==> src/design/pix_readout_cfg.svh <==
// Pixel readout configuration
// Matrix size and the widths of the encoded hit address
`ifndef PIX_READOUT_CFG_SVH
`define PIX_READOUT_CFG_SVH

// Matrix geometry
`define PIX_ROWS    8       // Rows per column
`define PIX_COLS    4       // Columns in the matrix

// Address widths
`define ROW_ADDR_W  3       // Enough for PIX_ROWS
`define COL_ADDR_W  2       // Enough for PIX_COLS

`endif

==> src/design/pix_readout_pkg.sv <==
// Pixel readout types
// Masks, addresses, the input frame, the output hit word and the drain states
`include "pix_readout_cfg.svh"

package pix_readout_pkg;

    typedef logic [`PIX_ROWS-1:0]   row_mask_t;    // One bit per row of a column
    typedef logic [`ROW_ADDR_W-1:0] row_addr_t;    // Encoded row index
    typedef logic [`COL_ADDR_W-1:0] col_addr_t;    // Encoded column index
    typedef logic [`PIX_COLS-1:0]   col_mask_t;    // One bit per column

    // Whole matrix of hit flags, indexed by column
    typedef row_mask_t [`PIX_COLS-1:0] hit_frame_t;

    // Output word of the readout stream
    typedef struct packed {
        col_addr_t col;                             // Column of the hit
        row_addr_t row;                             // Row of the hit
    } hit_addr_t;

    // Column drain FSM
    typedef enum logic [1:0] {
        DRAIN_IDLE,                                 // Matrix empty
        DRAIN_SCAN,                                 // Picking the next busy column
        DRAIN_READ                                  // Reading out one column
    } drain_state_t;

endpackage

==> src/design/column_drain.sv <==
// Column drain
// Visits the busy columns in ascending order, steps the arbiter of the
// active column and turns its grants into the output hit stream
`timescale 1ns/1ns
`include "pix_readout_cfg.svh"

module column_drain
    import pix_readout_pkg::*;
(
    input  logic                      clk_i,          // System clock
    input  logic                      reset_i,        // Async reset, active high
    input  col_mask_t                 col_busy_i,     // Columns with hits left
    input  hit_frame_t                col_gnt_i,      // Grants of all arbiters
    input  row_addr_t [`PIX_COLS-1:0] col_xadd_i,     // Granted row per column
    input  col_mask_t                 col_release_i,  // Group release per column
    output col_mask_t                 col_en_o,       // Arbiter enables, one at most
    output logic                      clr_en_o,       // Clear the hit just accepted
    output col_addr_t                 clr_col_o,
    output row_addr_t                 clr_row_o,
    output logic                      hit_valid_o,    // Output stream valid
    output hit_addr_t                 hit_o,          // Output hit address
    input  logic                      hit_ready_i     // Output stream ready
);

    drain_state_t state_q;             // FSM state
    drain_state_t state_d;
    col_addr_t    act_col_q;           // Column being read
    col_addr_t    scan_col;            // Lowest busy column
    logic         scan_hit;            // Some column is busy
    logic         act_gnt;             // Active arbiter holds a grant
    logic         act_release;         // Active arbiter finished its group
    logic         out_free;            // Output slot empty or draining

    // Lowest busy column, scanned top down
    always_comb
    begin
        scan_col = '0;
        for (int c = `PIX_COLS - 1; c >= 0; c--)
        begin
            if (col_busy_i[c])
            begin
                scan_col = col_addr_t'(c);
            end
        end
    end

    assign scan_hit    = |col_busy_i;
    assign act_gnt     = |col_gnt_i[act_col_q];
    assign act_release = col_release_i[act_col_q];

    // Output stream comes straight from the registered grant
    assign hit_valid_o = (state_q == DRAIN_READ) && act_gnt;
    assign hit_o.col   = act_col_q;
    assign hit_o.row   = col_xadd_i[act_col_q];
    assign out_free    = !hit_valid_o || hit_ready_i;

    // Hold the arbiter still under back-pressure so the grant stays put
    always_comb
    begin
        col_en_o = '0;
        if ((state_q == DRAIN_READ) && out_free)
        begin
            col_en_o[act_col_q] = 1'b1;
        end
    end

    // Accepted hit gets cleared in the latch on the same edge
    assign clr_en_o  = hit_valid_o && hit_ready_i;
    assign clr_col_o = act_col_q;
    assign clr_row_o = hit_o.row;

    always_comb
    begin
        state_d = state_q;
        case (state_q)
            DRAIN_IDLE:
            begin
                if (scan_hit)
                begin
                    state_d = DRAIN_SCAN;        // New frame landed
                end
            end
            DRAIN_SCAN:
            begin
                state_d = scan_hit ? DRAIN_READ : DRAIN_IDLE;
            end
            DRAIN_READ:
            begin
                if (act_release)
                begin
                    state_d = DRAIN_SCAN;        // Column empty, look for the next
                end
            end
            default:
            begin
                state_d = DRAIN_IDLE;
            end
        endcase
    end

    always_ff @(posedge clk_i or posedge reset_i)
    begin
        if (reset_i)
        begin
            state_q   <= DRAIN_IDLE;
            act_col_q <= '0;
        end
        else
        begin
            state_q <= state_d;
            if ((state_q == DRAIN_SCAN) && scan_hit)
            begin
                act_col_q <= scan_col;           // Lock the column for READ
            end
        end
    end

endmodule

==> src/design/hit_frame_latch.sv <==
// Hit frame latch
// Takes one frame of hit flags while the matrix is empty and keeps the
// hits still to be read, clearing each one as the drain hands it out
`timescale 1ns/1ns
`include "pix_readout_cfg.svh"

module hit_frame_latch
    import pix_readout_pkg::*;
(
    input  logic       clk_i,          // System clock
    input  logic       reset_i,        // Async reset, active high
    input  logic       frame_valid_i,  // Frame offered
    input  hit_frame_t frame_i,        // Hit flags of the frame
    output logic       frame_ready_o,  // Matrix empty, frame can be taken
    input  logic       clr_en_i,       // Clear one hit this edge
    input  col_addr_t  clr_col_i,      // Column of the hit to clear
    input  row_addr_t  clr_row_i,      // Row of the hit to clear
    output hit_frame_t col_req_o,      // Remaining hits, to the arbiters
    output col_mask_t  col_busy_o      // Column still has hits
);

    hit_frame_t hit_q;                 // Hits not yet read out
    hit_frame_t clr_mask;              // One-hot of the hit being cleared
    logic       frame_acc;             // Frame handshake

    assign frame_acc = frame_valid_i && frame_ready_o;

    // Decode the clear request into a single bit of the matrix
    always_comb
    begin
        clr_mask = '0;
        if (clr_en_i)
        begin
            clr_mask[clr_col_i][clr_row_i] = 1'b1;
        end
    end

    // Load on accept, otherwise knock out the bit just read
    // Both never happen together since clears need a busy column
    always_ff @(posedge clk_i or posedge reset_i)
    begin
        if (reset_i)
        begin
            hit_q <= '0;                         // Nothing pending after reset
        end
        else if (frame_acc)
        begin
            hit_q <= frame_i;                    // New frame
        end
        else
        begin
            hit_q <= hit_q & ~clr_mask;          // Drop the accepted hit
        end
    end

    // Per column not-empty flags
    always_comb
    begin
        for (int c = 0; c < `PIX_COLS; c++)
        begin
            col_busy_o[c] = |hit_q[c];
        end
    end

    assign frame_ready_o = ~|col_busy_o;         // Only when the whole matrix is drained
    assign col_req_o     = hit_q;                // Stored masks drive the arbiter requests

endmodule

==> src/design/pix_readout_top.sv <==
// Pixel matrix hit readout
// Frame latch, one row arbiter per column and the column drain
// turning a frame of hit flags into a stream of {column, row} addresses
`timescale 1ns/1ns
`include "pix_readout_cfg.svh"

module pix_readout_top
    import pix_readout_pkg::*;
(
    input  logic       clk_i,          // System clock
    input  logic       reset_i,        // Async reset, active high
    input  logic       frame_valid_i,  // Frame input stream
    input  hit_frame_t frame_i,
    output logic       frame_ready_o,
    output logic       hit_valid_o,    // Hit output stream
    output hit_addr_t  hit_o,
    input  logic       hit_ready_i
);

    hit_frame_t                col_req;      // Stored hits per column
    hit_frame_t                col_gnt;      // Arbiter grants
    row_addr_t [`PIX_COLS-1:0] col_xadd;     // Arbiter row addresses
    col_mask_t                 col_busy;     // Column has hits left
    col_mask_t                 col_en;       // Arbiter enables
    col_mask_t                 col_release;  // Arbiter group releases
    logic                      clr_en;       // Hit clear to the latch
    col_addr_t                 clr_col;
    row_addr_t                 clr_row;

    hit_frame_latch u_hit_frame_latch (
        .clk_i         (clk_i),
        .reset_i       (reset_i),
        .frame_valid_i (frame_valid_i),
        .frame_i       (frame_i),
        .frame_ready_o (frame_ready_o),
        .clr_en_i      (clr_en),
        .clr_col_i     (clr_col),
        .clr_row_i     (clr_row),
        .col_req_o     (col_req),
        .col_busy_o    (col_busy)
    );

    // One arbiter per column
    for (genvar c = 0; c < `PIX_COLS; c++)
    begin : g_col
        row_arbiter u_row_arbiter (
            .clk_i         (clk_i),
            .reset_i       (reset_i),
            .enable_i      (col_en[c]),
            .req_i         (col_req[c]),
            .gnt_o         (col_gnt[c]),
            .xadd_o        (col_xadd[c]),
            .grp_release_o (col_release[c])
        );
    end

    column_drain u_column_drain (
        .clk_i         (clk_i),
        .reset_i       (reset_i),
        .col_busy_i    (col_busy),
        .col_gnt_i     (col_gnt),
        .col_xadd_i    (col_xadd),
        .col_release_i (col_release),
        .col_en_o      (col_en),
        .clr_en_o      (clr_en),
        .clr_col_o     (clr_col),
        .clr_row_o     (clr_row),
        .hit_valid_o   (hit_valid_o),
        .hit_o         (hit_o),
        .hit_ready_i   (hit_ready_i)
    );

endmodule

==> src/design/row_arbiter.sv <==
// Row arbiter of one column
// Grants the requesting rows one at a time, lowest first, encodes the granted
// row and flags the end of the group once no request is left above the mask
`timescale 1ns/1ns
`include "pix_readout_cfg.svh"

module row_arbiter
    import pix_readout_pkg::*;
(
    input  logic      clk_i,           // System clock
    input  logic      reset_i,         // Async reset, active high
    input  logic      enable_i,        // Advance the grant on this edge
    input  row_mask_t req_i,           // Rows with hits
    output row_mask_t gnt_o,           // Registered one-hot grant
    output row_addr_t xadd_o,          // Row index of the grant
    output logic      grp_release_o    // One-cycle pulse, column finished
);

    row_mask_t mask_q;                 // Rows still eligible, above the last grant
    row_mask_t mask_req;               // Requests that pass the mask
    row_mask_t pick;                   // Lowest surviving request, one-hot
    row_mask_t nxt_mask;               // Mask after the current pick
    logic      pick_none;              // Nothing left above the mask

    assign mask_req = req_i & mask_q;

    // Priority pick, scanned top down so the lowest row is written last
    always_comb
    begin
        pick = '0;
        for (int i = `PIX_ROWS - 1; i >= 0; i--)
        begin
            if (mask_req[i])
            begin
                pick    = '0;
                pick[i] = 1'b1;
            end
        end
    end

    assign pick_none = (pick == '0);

    // Only rows above the pick stay eligible
    // With no pick the mask opens again for the next group
    always_comb
    begin
        nxt_mask = '1;
        for (int i = 0; i < `PIX_ROWS; i++)
        begin
            if (pick[i])
            begin
                nxt_mask = row_mask_t'({`PIX_ROWS{1'b1}} << (i + 1));
            end
        end
    end

    always_ff @(posedge clk_i or posedge reset_i)
    begin
        if (reset_i)
        begin
            mask_q        <= '1;               // All rows eligible
            gnt_o         <= '0;               // No grant
            grp_release_o <= 1'b0;
        end
        else
        begin
            // Requests remain but all sit at or below the last grant
            grp_release_o <= enable_i && pick_none && (|req_i);
            if (enable_i)
            begin
                mask_q <= nxt_mask;
                gnt_o  <= pick;                // Zero once the group is done
            end
        end
    end

    // Encode the registered grant, one-hot so no priority needed
    always_comb
    begin
        xadd_o = '0;
        for (int i = 0; i < `PIX_ROWS; i++)
        begin
            if (gnt_o[i])
            begin
                xadd_o = row_addr_t'(i);
            end
        end
    end

endmodule

==> config.mk <==
export PLATFORM = sky130hd
export DESIGN_NAME = pix_readout_top
export DESIGN_NICKNAME = d
export VERILOG_FILES = /design/src/design/pix_readout_pkg.sv /design/src/design/column_drain.sv /design/src/design/hit_frame_latch.sv /design/src/design/pix_readout_top.sv /design/src/design/row_arbiter.sv
export VERILOG_INCLUDE_DIRS = /design/src /design/src/design
export SDC_FILE = /design/constraint.sdc
export NUM_CORES = 1
export LEC_CHECK = 0
export ABC_AREA = 1
export BUFFER_PORTS_ARGS = -buffer_cell sky130_fd_sc_hd__buf_2
export CORE_UTILIZATION = 40
export CTS_BUF_LIST = sky130_fd_sc_hd__clkbuf_4 sky130_fd_sc_hd__clkbuf_8
export CTS_CLUSTER_DIAMETER = 30
export DETAILED_ROUTE_END_ITERATION = 16
export GPL_TIMING_DRIVEN = 0
export HOLD_SLACK_MARGIN = 0.06
export PLACE_DENSITY_LB_ADDON = 0.12
export SLEW_MARGIN = 20
export SYNTH_ARGS = -nofsm -noshare
export SYNTH_HDL_FRONTEND = slang
export SYNTH_SLANG_ARGS = --single-unit
==> constraint.sdc <==
create_clock -name clk_i -period 5.4 [get_ports clk_i]
set_clock_uncertainty 0.05 [all_clocks]
set_input_delay 0.81 -clock clk_i [delete_from_list [all_inputs] [get_ports clk_i]]
set_output_delay 0.81 -clock clk_i [all_outputs]
set_load 0.01 [all_outputs]
# Word level (Yosys, flattened, before mapping)
# Cells that the tools add are included.
# classes
n_lt_le_gt_ge	4
n_eq_ne	4
mux	115
bitwise_logic	6
reduce_logical	30
# op_table
cell	n
two-way mux 8 bit	38
two-way mux 32 bit	2
two-way mux 3 bit	21
OR reduction 8 bit	5
two-way mux 2 bit	19
bitwise AND 32 bit	1
bitwise AND 8 bit	4
zero test 8 bit	4
inverter 32 bit	1
OR reduction 32 bit	1
two-way mux 7 bit	4
two-way mux 6 bit	4
two-way mux 4 bit	5
two-way mux 5 bit	4
binary-select mux 8 bit (select 2 bit)	1
demux 8 bit (select 2 bit)	1
logical AND 1 bit	15
two-way mux 1 bit	11
binary-select mux 3 bit (select 2 bit)	1
case mux 2 bit (3 select lines)	1
less-than comparator 3 x 4 -> 1 bit (second input constant)	1
!= test 2 x 1 -> 1 bit (second input constant)	2
demux 1 bit (select 3 bit)	1
greater-or-equal comparator 3 x 1 -> 1 bit (second input constant)	1
other kinds (10)	11
# word_totals
register_bits	104
in_bits	36
output_inout_bits	7

# Depth between registers and ports, before layout
# logic_depth
ltp_word	19
ltp_mapped	13
mapped_depth_nobuf	13

# Cells and area by module
# Synthesis repeated with hierarchy kept, for this count alone.
# hier_totals
hier_cells	706
area_unflattened_um2	5715.5
# by_module_without_submodules
mod	instances	cells_per_inst	area_per_inst_um2
row_arbiter	4	105	862.1
hit_frame_latch	1	187	1729.2
column_drain	1	99	538.0

# Worst setup path after synthesis
# Ideal clock, no wire load.
# synth_timing
path_type	reg-to-output
start	reg u_hit_frame_latch.hit_q, in the netlist u_hit_frame_latch.col_req_o[0]
end	out frame_ready_o
arrival_ns	1.499
t_required_ns	4.540
setup_slack_ns	3.041
stages_incl_launch_ff	6
n_path_buf	1
cell_sequence	dfrtp_1 > or3_1 > nor3_1 > nand2_1 > nor2_2 > buf_2
# synth_via
elab_chain_len	2
# synth_rtl
element	line_no	text
start: declaration	hit_frame_latch.sv:22	hit_frame_t hit_q;
start signal: assignment	hit_frame_latch.sv:48	hit_q <= frame_i;
start signal: assignment	hit_frame_latch.sv:52	hit_q <= hit_q & ~clr_mask;
OR reduction 32 bit	hit_frame_latch.sv:65	assign frame_ready_o = ~|col_busy_o;
zero test 1 bit	hit_frame_latch.sv:65	
end: declaration	pix_readout_top.sv:14	output logic frame_ready_o,
# Every way passes these cells.

# Worst setup path in the final report
# Same ends and word-level chain as after synthesis.

==> results.json <==
{
  "via_count": 4890,
  "cp.arrival_ns": 2.59,
  "stdcell_count": 1000,
  "cts_root_buf": "clkbuf_8",
  "finish.utilization_pct": 45.8,
  "syn_area_um2": 5670,
  "synthCells": 761,
  "drtPass1Iterations": 5,
  "overflow": 0,
  "synth.most_common_cell": "nand2_1",
  "antenna_cells": 0,
  "place_inst": 984,
  "worst_path_most_repeated_cell": "buf_2",
  "cp_max_fo": 10,
  "cp-end-kind": "primary output",
  "reg2regPathDepth": 11,
  "grt_pass1_wl_mm": 24.2,
  "synth_xor_area_share_pct": 0,
  "wirelength_mm": 14.8,
  "ctsHoldBuffers": 0,
  "muxShareOfSynthArea_pct": 0,
  "path_cells": "or3_1, nor3_1, nand2_1, nor2_2, buf_2, buf_2",
  "ys_types": 31,
  "clock_sinks": 104,
  "synth_common_cells": "nand2_1 (309), inv_1 (79), nor2_1 (79)",
  "grt_use_total_pct": 21.8,
  "start_util_pct": 41.0,
  "grt_max_degree": 67,
  "finalHoldViolations": 0,
  "post-cts-setup-buffer-count": 0,
  "drc": 0,
  "synthFlopType": "dfrtp_1",
  "p_leak_nw": 3.29,
  "slew_violations": 0,
  "synthAdderAreaFrac_pct": 0,
  "p_total_w": 0.00305,
  "ctsHtreeMaxLevel": 3,
  "hp-class": "input port to async pin",
  "syn_to_final_growth_pct": 11.8,
  "clock_path_buffers": 2,
  "tns_ns": 0,
  "synth-seq-area-share_pct": 46.6,
  "ys_seq_elements": 104,
  "worstMarginPinSlew_ns": 0.794,
  "status": "finished, final reports clean",
  "ios": 43,
  "synth_area_leaders": "dfrtp_1 (32%), nand2_1 (20%), dfstp_2 (15%)",
  "cp.buffers_inverters": 2,
  "port_buffers": 42,
  "dp_slack_ns": 2.34,
  "avgViaCountPerCell": 4.89,
  "critical_path.endpoint": "frame_ready_o",
  "dp_hpwl_mm": 11.2,
  "synth_top_family_by_area": "simple AND/OR/NAND/NOR gates",
  "synth_compound_area_share_pct": 8.61,
  "yosys_warnings": 0,
  "cts_tree": "built",
  "maxCapViolCount": 0,
  "cts.clk_slew.worst_paths_ns": 0.10,
  "cts_resized": 0,
  "rrSetupSlack_ns": 2.87,
  "synth-edff-count": 0,
  "clkLatencyLatePin_ns": 0.39,
  "slew_headroom_pct": 46.9,
  "timing.fmax_ghz": 0.290,
  "syn_area_per_cell_um2": 7.45,
  "die_x_um": 121,
  "setup_ws_ns": 1.95,
  "crit_family": "simple AND/OR/NAND/NOR gates",
  "wl_per_cell_um": 14.8,
  "grt_pass1_vias": 4831,
  "die_h_um": 121,
  "row_count": 43,
  "crit_type": "flip-flop to primary output",
  "drive_gt1_share_pct": 17.4,
  "min_period_ns": 3.45,
  "syn_nets": 797,
  "period_share_pct": 63.9,
  "power_density_nw_per_um2": 481,
  "yosysTopAreaCell": "dfrtp_1",
  "slowest_stage": "dfrtp_1",
  "netlist.area_leader.share_pct": 31.8,
  "startpoint": "u_hit_frame_latch.col_req_o[0]",
  "grt_antenna_before_repair": 0,
  "cts_inserted_buffers": 9,
  "crit_path_max_incr_delay_ns": 0.44,
  "rr_startpoint": "u_column_drain.clr_col_o[0]",
  "synth-simple-area-share_pct": 36.8,
  "routabilityCongestion": 0.872,
  "coreArea_um2": 13800,
  "reg2reg_to": "u_hit_frame_latch.col_req_o[4]",
  "async_reset_ff_share_pct": 100,
  "start_kind": "flip-flop",
  "die-area_um2": 14600,
  "ant_nets": 0,
  "crit_cells": 6,
  "crit_required_ns": 4.54,
  "fin_nets": 851,
  "grt_setup_unrepaired": "false",
  "peakVddDrop_mv": 0.173,
  "drt_iter0_drc": 319,
  "setup_viol": 0
}
per-layer routing:
metal  global-route usage, %  vias to the layer above  wire (µm)
met2                    36.1                      125       7100
li1                        -                     2493          -
met3                    7.38                       12       1030
met1                    27.3                     2260       6540
met4                    5.48                        0        150
met5                       0                        -          0
power by group:
part	total, W	switching [W]	internal (W)
Combinational	0.00139	0.000979	0.000410
Clock	0.000515	0.000286	0.000229
Sequential	0.00114	0.000125	0.00102
state kept, by name, indices dropped and copies added (netlist names):
name	cells
g_col.u_row_arbiter.grp_release_o	4
u_hit_frame_latch.col_req_o	32
u_column_drain.state_q	2
g_col.u_row_arbiter.mask_q	32
u_column_drain.clr_col_o	2
g_col.u_row_arbiter.gnt_o	32
kinds of logic (layout without fill, tap and decap cells):
logic type | Yosys count | after routing
buffers and inverters | 97 | 156
DFF | 104 | 104
and+or+nand+nor | 484 | 484
AOI/OAI and AO/OA | 76 | 76
per-stage QoR:
| step | hold slack [ns] | cell area [µm²] |
|---|---|---|
| final | 0.354 | 6340 |
| after detailed placement | 0.403 | 6130 |
| after global placement | 0.401 | 6100 |
| after CTS | 0.352 | 6340 |
| after floorplan | 0.392 | 5670 |
| after global routing | 0.360 | 6340 |
cell type report:
class	instances	area (µm²)
Inverter	82	325
Clock buffer	10	138
Timing Repair Buffer	43	238
Tap cell	180	225
Fill cell	1388	7490
Buffer	15	129
Sequential cell	104	2640
Clock inverter	6	65.1
Multi-Input combinational cell	560	2570
worst register-to-register path, delay by kind of cell (launching register included):
| kind | cells | cell delay [ns] |
|---|---|---|
| and+or+nand+nor | 9 | 1.66 |
| DFF | 1 | 0.51 |
| buffers and inverters | 2 | 0.22 |
cells in the final DEF, fill, tap and decap left out, drive strengths merged, types with 13 or more instances in the layout:
cell / count
buf: 55
clkbuf: 13
dfrtp: 72
dfstp: 32
inv: 84
nand2: 316
nand3: 54
nor2: 90
o21ai: 55
worst min path at each step:
stage	end	slack [ns]	cells past startpoint
6_report	u_hit_frame_latch.col_req_o[12]	0.35	2
5_1_grt	u_hit_frame_latch.col_req_o[12]	0.36	2
4_1_cts	u_hit_frame_latch.col_req_o[10]	0.35	2
2_1_floorplan	g_col[0].u_row_arbiter.mask_q[2]	0.39	2
3_3_place_gp	g_col[3].u_row_arbiter.mask_q[2]	0.40	2
3_5_place_dp	g_col[1].u_row_arbiter.mask_q[4]	0.40	2
Note: power is estimated with default switching activity, not from simulation.
